===== config.mk =====
export PLATFORM = sky130hd
export DESIGN_NAME = alu_shifter
export DESIGN_NICKNAME = d
export VERILOG_FILES = /design/src/hdl/alu_pkg.sv /design/src/hdl/alu_shifter.sv
export VERILOG_INCLUDE_DIRS = /design/src /design/src/hdl
export SDC_FILE = /design/constraint.sdc
export NUM_CORES = 1
export LEC_CHECK = 0
export BUFFER_PORTS_ARGS = -buffer_cell sky130_fd_sc_hd__clkbuf_2
export CAP_MARGIN = 20
export CORE_MARGIN = 5
export CORE_UTILIZATION = 45
export DETAILED_ROUTE_END_ITERATION = 10
export PLACE_DENSITY = 0.72
export SYNTH_ARGS = -nofsm -noshare
export SYNTH_HDL_FRONTEND = slang
export SYNTH_SLANG_ARGS = --single-unit

===== constraint.sdc =====
create_clock -name vclk -period 4.49
set_clock_uncertainty 0.05 [all_clocks]
set_input_delay 0.6735 -clock vclk [all_inputs]
set_output_delay 0.6735 -clock vclk [all_outputs]
set_load 0.005 [all_outputs]

===== src/hdl/alu_settings.svh =====
`ifndef ALU_SETTINGS_SVH
`define ALU_SETTINGS_SVH

// full register width of the core
`define ALU_XLEN 64

// width used by the *w instruction forms
`define ALU_WLEN 32

`endif


===== src/hdl/alu_pkg.sv =====
package alu_pkg;

    // result function, low three bits of the control word
    typedef enum logic [2:0] {
        func_add   = 3'b000,
        func_sll   = 3'b001,
        func_slt   = 3'b010,
        func_pass2 = 3'b011,
        func_xor   = 3'b100,
        func_srl   = 3'b101,
        func_or    = 3'b110,
        func_and   = 3'b111
    } alu_func_e;

    // M extension ops, same order as funct3
    typedef enum logic [2:0] {
        md_mul    = 3'b000,
        md_mulh   = 3'b001,
        md_mulhsu = 3'b010,
        md_mulhu  = 3'b011,
        md_div    = 3'b100,
        md_divu   = 3'b101,
        md_rem    = 3'b110,
        md_remu   = 3'b111
    } muldiv_op_e;

    // alt is sub for add, unsigned for slt, arithmetic for srl
    typedef struct packed {
        logic      word;
        logic      alt;
        alu_func_e func;
    } alu_ctr_t;

    // adder side flags for branch compare
    typedef struct packed {
        logic less;
        logic zero;
    } alu_flags_t;

endpackage


===== src/hdl/alu_shifter.sv =====
`timescale 1ns/100ps
`include "alu_settings.svh"

module alu_shifter (
    input  logic [`ALU_XLEN-1:0] src_i,
    input  logic [5:0]           shamt_i,
    input  alu_pkg::alu_ctr_t    ctr_i,
    output logic [`ALU_XLEN-1:0] shift_o
);

    localparam int XLEN = `ALU_XLEN;
    localparam int WLEN = `ALU_WLEN;

    logic            left;
    logic            arith;
    logic [5:0]      amt;
    logic [XLEN-1:0] src_rt;
    logic [XLEN-1:0] sh_in;
    logic [XLEN-1:0] sh_out;
    logic [XLEN-1:0] fill_full;
    logic [XLEN-1:0] fill;
    logic            sign_bit;

    function automatic logic [XLEN-1:0] bit_rev(input logic [XLEN-1:0] v);
        logic [XLEN-1:0] r;
        for (int i = 0; i < XLEN; i++) begin
            r[i] = v[XLEN-1-i];
        end
        return r;
    endfunction

    assign left  = (ctr_i.func == alu_pkg::func_sll);
    assign arith = ctr_i.alt;

    // word shifts only look at five amount bits
    assign amt = ctr_i.word ? {1'b0, shamt_i[4:0]} : shamt_i;

    // right shift of a word must not pull in the upper half
    assign src_rt = ctr_i.word ? {{(XLEN-WLEN){1'b0}}, src_i[WLEN-1:0]} : src_i;

    // one right shifter serves both directions
    assign sh_in  = left ? bit_rev(src_i) : src_rt;
    assign sh_out = sh_in >> amt;

    // vacated top bits, moved down to the low word for word ops
    assign fill_full = ~({XLEN{1'b1}} >> amt);
    assign fill      = ctr_i.word ? (fill_full >> (XLEN - WLEN)) : fill_full;
    assign sign_bit  = ctr_i.word ? src_i[WLEN-1] : src_i[XLEN-1];

    always_comb begin
        if (left) begin
            shift_o = bit_rev(sh_out);
        end else if (arith && sign_bit) begin
            shift_o = sh_out | fill;
        end else begin
            shift_o = sh_out;
        end
    end

endmodule


==> results of run 1 <==
-- how the worst max path moves through the flow --
stage | from | to | slack, ps
floorplan | ctr_i[1] | shift_o[47] | 790
global placement | ctr_i[0] | shift_o[27] | 240
detailed placement | ctr_i[0] | shift_o[10] | 220
CTS | ctr_i[0] | shift_o[10] | 220
global route | ctr_i[1] | shift_o[21] | 20
finish | shamt_i[0] | shift_o[61] | 140
-- stage by stage --
step | hold WS (ps) | worst slack, ps | util | instance area (um^2)
global route | 1870 | 16.9 | 0.539 | 7890
finish | 1800 | 140 | 0.539 | 7890
detailed placement | 1790 | 224 | 0.539 | 7890
floorplan | 1500 | 792 | - | 6760
global placement | 1770 | 243 | 0.539 | 7890
CTS | 1790 | 224 | 0.539 | 7890
-- cells by family (layout without fill, tap and decap cells) --
logic type             Yosys count  count (layout)  synth area share
buffers and inverters          112             219            0.0701
and+or+nand+nor                286             286             0.189
muxes                          166             166             0.339
AOI/OAI and AO/OA              392             392             0.402
-- critical path: cells and delay by family --
family / cells / cell delay [ps]
simple gates: 1 / 330
compound gates: 4 / 940
mux: 2 / 780
buf+inv: 3 / 870
-- cells in the mapped netlist (all sizes together) (3+ instances only) --
| cell type | number | area share |
|---|---|---|
| or2 | 9 | 0.0083 |
| o311ai | 3 | 0.0039 |
| o21ai | 102 | 0.075 |
| o221ai | 11 | 0.014 |
| o211a | 3 | 0.0044 |
| and2 | 9 | 0.0083 |
| mux2 | 12 | 0.020 |
| a211o | 5 | 0.0065 |
| nor3 | 48 | 0.036 |
| nor2 | 93 | 0.052 |
| nor3b | 3 | 0.0033 |
| nor2b | 4 | 0.0037 |
| o22ai | 25 | 0.023 |
| a32oi | 3 | 0.0039 |
| inv | 6 | 0.0033 |
| a31oi | 14 | 0.013 |
| nand2b | 4 | 0.0037 |
| a32o | 4 | 0.0059 |
| nand3 | 16 | 0.012 |
| o31a | 3 | 0.0039 |
| clkbuf | 71 | 0.039 |
| o211ai | 21 | 0.023 |
| o21a | 6 | 0.0067 |
| o31ai | 6 | 0.0074 |
| o32a | 14 | 0.021 |
| a22oi | 30 | 0.033 |
| mux4 | 49 | 0.16 |
| nand2 | 84 | 0.047 |
| a2bb2oi | 11 | 0.014 |
| nand4 | 3 | 0.0028 |
| or3 | 3 | 0.0028 |
| nand3b | 3 | 0.0033 |
| a222oi | 3 | 0.0044 |
| a221oi | 10 | 0.016 |
| o32ai | 20 | 0.027 |
| mux2i | 105 | 0.16 |
| a21oi | 56 | 0.041 |
| a211oi | 12 | 0.013 |
| a22o | 4 | 0.0052 |
| o22a | 9 | 0.012 |
| buf | 34 | 0.027 |
-- power groups by stage --
stage / Sequential (mW) / Clock, mW / Combinational (mW)
final: 0 / 0 / 1.19
after CTS: 0 / 0 / 1.15
after global routing: 0 / 0 / 1.24
after detailed placement: 0 / 0 / 1.14
after floorplan: 0 / 0 / 0.701
after global placement: 0 / 0 / 1.14
-- area by class of cell --
cell class                 count  area [um^2]  share of cell area
inverter                       7         26.3             0.00333
timing repair buffer         212         1330               0.169
tap                          184          230              0.0292
multi-input combinational    844         6300               0.798
-- metal layers --
layer / vias up / wire length, um / global-route usage
met3: 165 / 4360 / 0.0923
met4: 0 / 1860 / 0.138
met2: 779 / 14900 / 0.570
li1: 4050 / - / -
met5: - / 0 / 0
met1: 4441 / 12500 / 0.461
==> results.md, run 1 <==
* Slowest CP cell: buf_4
* Diodes inserted at 0
* IO Port Bufs at 139
* Total GRT Usage at 0.356
* Global-route wire length before repair at approximately 51000 um
* Placed cell count at 1247
* Max-slew headroom at 0.423
* # clk buffers at 0
* Synth cell types at 70
* DP HPWL at 26100 um
* Syn nets at a little over 1000
* Largest net degree at the start of global routing at 62
* Via count at around 9400
* GP Congestion at roughly 1.1
* Initial antenna violation count at 0
* Fillers at 1485
* # IOs at approximately 140
* DR WL/cell at between 20 and 30 um
* Critical Path AT at 3630 ps
* Sequential power share at 0
* Final hold vios at 0
* Vias/cell at 7.57
* Pwr dens at around 150 nW/um^2
* Critical Path RT at around 3800 ps
* Leakage at 3.28 nW
* Setup TNS at 0 ps
* Hold Crit Endpoint: shift_o[63]
* Hold Path Class: input port to primary output
* Final std cells w/o fill at 1247
* Initial Util at 0.462
* Chip height at 133 um
* NumNets Final at around 1100
* Sequential area share after synthesis at 0
* Die Span X at around 130 um
* GRT overflow at 0
* Peak supply drop at just under 0.08 mV
* Clock share of power at 0
* Synthesized instance count at between 900 and 1000
* Post-CTS setup buffers at 0
* CP Class: input port to primary output
* Unrepaired setup endpoints after global routing: false
* CP Max Fanout at a little over 40
* Final setup fails at 0
* Site Rows at 44
* FFs & Latches at 0
* Cts repair resizes at 0
* Hold_sp: ctr_i[3]
* Netlist Area Pre-Place at between 6000 and 7000 um^2
* Vias in the first global route at about 8700
* Min cycle time layout at 4350 ps
* Number of iterations in the first detailed-routing pass at 7
* Switching share of power at 0.597
* Pint at about 0.48 mW
* Crit-path cells: buf_4 -> buf_12 -> mux2i_1 -> o21ai_0 -> o22ai_1 -> mux4_2 -> o22ai_1 -> or3_1 -> o22a_1 -> clkbuf_2
* Register Area at 0 um^2
* Most common cell after layout, fill and taps aside: clkbuf_2
* Share of cells above drive strength 1 at 0.271
* Slew of the pin with the lowest slew margin at about 860 ps
* CP startpoint kind: input port
* Avg Inst Size Synth at 7.07 um^2
* Routed Antenna Nets at 0
* Status: completed
* Die area at between 15000 and 20000 um^2
* Core footprint at roughly 15000 um^2
* Hold depth at 5
* Synthesis Warnings at 0
* Worst path most repeated cell: o22ai_1
* Highest Clock Rate at about 0.23 GHz
* Final cycle utilization of the critical path at 0.969
* Final Power at around 1.2 mW
* Largest stage delay, worst path at approximately 500 ps
* Crit. End Element: primary output
* Max Slew Vio Count at 0
* DRC at 0
* Net switching component of the power at 0.711 mW
* Max_cap viols at 0
* DRT iter0 DRCs at roughly 1800
* Commonest non-fill, non-tap cells in the layout: clkbuf_2, mux2i_1, nor2_1
* Final wirelength at about 34000 um
* Hold Buf Count CTS at 0
* Comb pwr share at 1.000
* Area Overhead vs Synth at 16.7%
Power figures use the tool's default switching activity.
==> inputs of run 2 (changes only) <==
CORE_ASPECT_RATIO = 0.7   (was unset)
==> run 2 against run 1 <==
Clock-buffer cell count unchanged; setup slack better by 62 ps; critical path depth unchanged; cell count up 1.4%; first-iteration DRC count down 29%; cell area up 0.75%; critical endpoint is now shift_o[56].
==> results.md, run 2 (same netlist as run 1, synthesis figures left out) <==
* DR WL met2 at 14300 um (-4.0%)
* Share of cells above drive strength 1 at 0.275 (+0.00409)
* Hold Path Class: input port to primary output
* Status: completed
* Initial antenna violation count at 0 (unchanged)
* Final wirelength at 35900 um (+6.8%)
* Final Power at 1.22 mW (+2.3%)
* Vias/cell at 7.42 (-1.9%)
* Initial Util at 0.459 (-0.00243)
* Top Metal Used: met5
* Met1 wire length at 15000 um (+20%)
* Total GRT Usage at 0.387 (+0.0306)
* GRT overflow at 0 (unchanged)
* Fin util at 0.540 (+0.00116)
* Commonest non-fill, non-tap cells in the layout: clkbuf_2, mux2i_1, nor2_1
* Peak supply drop at 0.0845 mV (+7.1%)
* NumNets Final at 1146 (+0.53%)
* Via count at 9384 (-0.54%)
* Post-route worst setup slack at 202 ps (+61.8 ps)
* Switching share of power at 0.605 (+0.00742)
* Comb pwr share at 1.000 (about the same)
* Diodes inserted at 0 (unchanged)
* IO Port Bufs at 139 (unchanged)
* Setup TNS at 0 ps (unchanged)
* Most common cell after layout, fill and taps aside: clkbuf_2
* Highest Clock Rate at 0.233 GHz (+1.4%)
* Final hold vios at 0 (unchanged)
* # clk buffers at 0 (unchanged)
* CP startpoint kind: input port
* Hold Buf Count CTS at 0 (unchanged)
* Final cycle utilization of the critical path at 0.955 (-0.0138)
* CP Max Fanout at 29 (-29%)
* CP Class: input port to primary output
* Critical Path RT at 3770 ps (about the same)
* Site Rows at 37 (-16%)
* Die Span X at 157 um (+18%)
* Sequential power share at 0 (unchanged)
* Min cycle time layout at 4290 ps (-61.8 ps)
* Metal3 WL at 5460 um (+25%)
* Max Slew Vio Count at 0 (unchanged)
* DRC at 0 (unchanged)
* Critical Path AT at 3560 ps (-70 ps)
* Pint at 0.481 mW (+0.41%)
* Fillers at 1496 (+0.74%)
* DRT iter0 DRCs at 1255 (-29%)
* # IOs at 139 (unchanged)
* Max-slew headroom at 0.362 (-0.0610)
* FFs & Latches at 0 (unchanged)
* Max_cap viols at 0 (unchanged)
* GP Congestion at 1.06 (-0.53%)
* Post-CTS setup buffers at 0 (unchanged)
* Leakage at 3.31 nW (+0.88%)
* Cts repair resizes at 0 (unchanged)
* DP HPWL at 28300 um (+8.4%)
* Vias in the first global route at 8617 (-1.1%)
* Net switching component of the power at 0.736 mW (+3.6%)
* Global-route wire length before repair at 53700 um (+5.7%)
* Core footprint at 14700 um^2 (+0.53%)
* Chip height at 113 um (-15%)
* DR WL/cell at 28.4 um (+5.3%)
* Slew of the pin with the lowest slew margin at 953 ps (+90.7 ps)
* Pwr dens at 153 nW/um^2 (+1.5%)
* Final setup fails at 0 (unchanged)
* Clock share of power at 0 (unchanged)
* Crit. End Element: primary output
* Number of iterations in the first detailed-routing pass at 6 (-1)
* Area Overhead vs Synth at 17.5%
* Routed Antenna Nets at 0 (unchanged)
* Unrepaired setup endpoints after global routing: false
* Register Area at 0 um^2 (unchanged)
* Largest net degree at the start of global routing at 55 (-11%)
* Die area at 17600 um^2 (+0.22%)
* Pre-CTS setup slack at 273 ps (+49.1 ps)
==> run 2: cell count changes in the layout (fill, tap and decap cells not counted) <==
cell,change
buf_4,+6
==> run 2: cell type report <==
cell class | count | area (um^2) | area share
multi-input combinational | 844 | 6300 | 0.793
timing repair buffer | 218 | 1380 | 0.173
tap | 195 | 244 | 0.0307
inverter | 7 | 26.3 | 0.00331
==> run 2: worst paths after layout <==
check                   from          end  slack [ps]  depth (start not counted)
setup / recovery  shamt_i[0]  shift_o[56]         200                         10
hold / removal      ctr_i[3]  shift_o[63]        1820                          5
==> run 2: critical path, cell delays in order <==
cell	delay (ps)
buf_4	380
buf_4	330
mux2i_1	220
nor3_1	80
o32ai_1	640
mux2i_1	410
o22ai_1	280
o31ai_1	140
a31o_1	270
clkbuf_2	120
==> run 2: routing by layer <==
layer | up-vias | track usage
met1 | 4456 | 0.568
met5 | - | 0.0280
met4 | 2 | 0.0936
li1 | 4065 | -
met2 | 778 | 0.535
met3 | 83 | 0.134
==> run 2: metrics by stage <==
step / hold WS [ps] / cell area, um^2 / cells
floorplan: 1500 / 6760 / 956
global placement: 1790 / 7950 / 1264
global route: 1890 / 7950 / 1264
finish: 1820 / 7950 / 1264
CTS: 1810 / 7950 / 1264
detailed placement: 1810 / 7950 / 1264
==> run 2: power groups by stage <==
stage               Clock, mW  Combinational (mW)  Sequential, mW
CTS                         0                1.17               0
finish                      0                1.22               0
global placement            0                1.16               0
floorplan                   0               0.701               0
global route                0                1.28               0
detailed placement          0                1.16               0
==> inputs of run 3 (changes only) <==
CORE_MARGIN = unset   (was 5)
CORE_UTILIZATION = 53   (was 45)
PLACE_DENSITY = 0.85   (was 0.72)
clock period = 3.9 ns   (was 4.49 ns; I/O delays follow)
==> run 3 against run 2 <==
First-iteration DRC count up 24%; worst hold slack worse by 160 ps; the run now ends with negative setup slack left; sequential cell count unchanged; largest power group unchanged.
==> results.md, run 3 (same netlist as run 1, synthesis figures left out) <==
* NumNets Final at 1241 (+8.3%)
* # IOs at 139 (unchanged)
* Die area at 13200 um^2 (-25%)
* Clock share of power at 0 (unchanged)
* Core footprint at 12400 um^2 (-16%)
* Hold Path Class: input port to primary output
* CP Class: input port to primary output
* # clk buffers at 0 (unchanged)
* Comb pwr share at 1.000 (about the same)
* Via count at 10400 (+10%)
* Slew of the pin with the lowest slew margin at 718 ps (-235 ps)
* Initial Util at 0.544 (+0.0850)
* Final setup fails at 19 (+19)
* Pwr dens at 176 nW/um^2 (+15%)
* Crit. End Element: primary output
* Pint at 0.674 mW (+40%)
* Post-route worst setup slack at -84.5 ps (-287 ps)
* GP Congestion at 1.10 (+3.9%)
* Register Area at 0 um^2 (unchanged)
* Switching share of power at 0.572 (-0.0328)
* DRT iter0 DRCs at 1554 (+24%)
* Global-route wire length before repair at 51600 um (-4.0%)
* DRC at 0 (unchanged)
* Hold Crit Endpoint: shift_o[63]
* Total GRT Usage at 0.519 (+0.132)
* Initial antenna violation count at 1 (+1)
* Final Power at 1.57 mW (+29%)
* Critical Path RT at 3260 ps (-510 ps)
* Failing checks: negative setup slack
* Peak supply drop at 0.109 mV (+28%)
* Multi-input logic area at 6600 um^2 (+4.7%)
* Area Overhead vs Synth at 32.3%
* Sequential power share at 0 (unchanged)
* Unrepaired setup endpoints after global routing: true
* Final cycle utilization of the critical path at 1.02
* DR WL/cell at 27.2 um (-4.0%)
* Final wirelength at 36100 um (+0.67%)
* Fillers at 1054 (-30%)
* FFs & Latches at 0 (unchanged)
* Min cycle time layout at ~4000 ps
* Die Span X at 137 um (-12%)
* WHS at 1660 ps (-163 ps)
* DP HPWL at 27300 um (-3.6%)
* Vias in the first global route at 8685 (+0.79%)
* Hold_sp: ctr_i[3]
* Net switching component of the power at 0.900 mW (+22%)
* Number of iterations in the first detailed-routing pass at 6 (unchanged)
* IO Port Bufs at 139 (unchanged)
* Largest net degree at the start of global routing at 51 (-7.3%)
* Critical Path AT at 3350 ps (-210 ps)
* Vias/cell at 7.82 (+5.3%)
* Max Slew Vio Count at 0 (unchanged)
* Diodes inserted at 0 (unchanged)
* Placed cell count at 1314 (+4.0%)
* Status: complete, but fails checks
* Chip height at 96.5 um (-14%)
* Highest Clock Rate at between 0.2 and 0.3 GHz
* GRT overflow at 0 (unchanged)
* Hold Buf Count CTS at 0 (unchanged)
* Leakage at 3.83 nW (+16%)
* Commonest non-fill, non-tap cells in the layout: buf_4, clkbuf_2, mux2i_1
* Routed Antenna Nets at 0 (unchanged)
* Final std cells w/o fill at 1326 (+4.9%)
* Max_cap viols at 0 (unchanged)
* Site Rows at 34 (-8.1%)
* Share of cells above drive strength 1 at 0.381 (+0.106)
* Hold depth at 5 (unchanged)
* CP startpoint kind: input port
* Most common cell after layout, fill and taps aside: buf_4
* Final hold vios at 0 (unchanged)
* CP Max Fanout at 6 (-79%)
* Max-slew headroom at 0.519 (+0.157)
[run 3: metrics by stage]
step                instance area, um^2  TNS (ps)   util  worst slack [ps]
floorplan                          6760         0      -               379
global placement                   8530     -33.6  0.687             -28.1
detailed placement                 8530      -471  0.687             -81.0
CTS                                8580      -137  0.690             -47.9
global route                       8950     -1690  0.720              -153
finish                             8950      -473  0.720             -84.5
[run 3: what timing repair did]
| item | 4_1_cts | 5_1_grt |
|---|---|---|
| setup endpoints to repair | 20 | 61 |
| setup buffers | 3 | 8 |
| gates cloned | 0 | 1 |
| pin swaps | 1 | 25 |
| resized for setup | 7 | 83 |
[run 3: metal layers]
layer | global-route usage | share of wire
met3 | 0.200 | 0.19
met4 | 0.184 | 0.048
met5 | 0 | 0
met1 | 0.698 | 0.37
met2 | 0.748 | 0.40
[run 3: worst max path at each step]
stage,start,endpoint,slack (ps)
6_report,ctr_i[2],shift_o[55],-80
5_1_grt,ctr_i[2],shift_o[55],-150
4_1_cts,ctr_i[1],shift_o[55],-50
3_5_place_dp,ctr_i[1],shift_o[55],-80
3_3_place_gp,ctr_i[1],shift_o[55],-30
2_1_floorplan,ctr_i[1],shift_o[47],380
[run 3: critical path, cell delays in order]
cell	delay, ps
buf_8	110
or3b_4	480
buf_6	160
mux4_2	490
a222oi_1	420
a21oi_1	120
a211o_1	310
a2111o_1	350
o22a_1	210
buf_2	120
[run 3: layout make-up]
cell class | count | area share
inverter | 7 | 0.00294
timing repair buffer | 312 | 0.237
tap | 162 | 0.0227
multi-input combinational | 845 | 0.737
[run 3: power by group through the flow]
stage,registers (mW),clock network (mW),logic (mW)
after floorplan,0,0,0.807
after global placement,0,0,1.40
after detailed placement,0,0,1.41
after CTS,0,0,1.42
after global routing,0,0,1.64
final,0,0,1.57
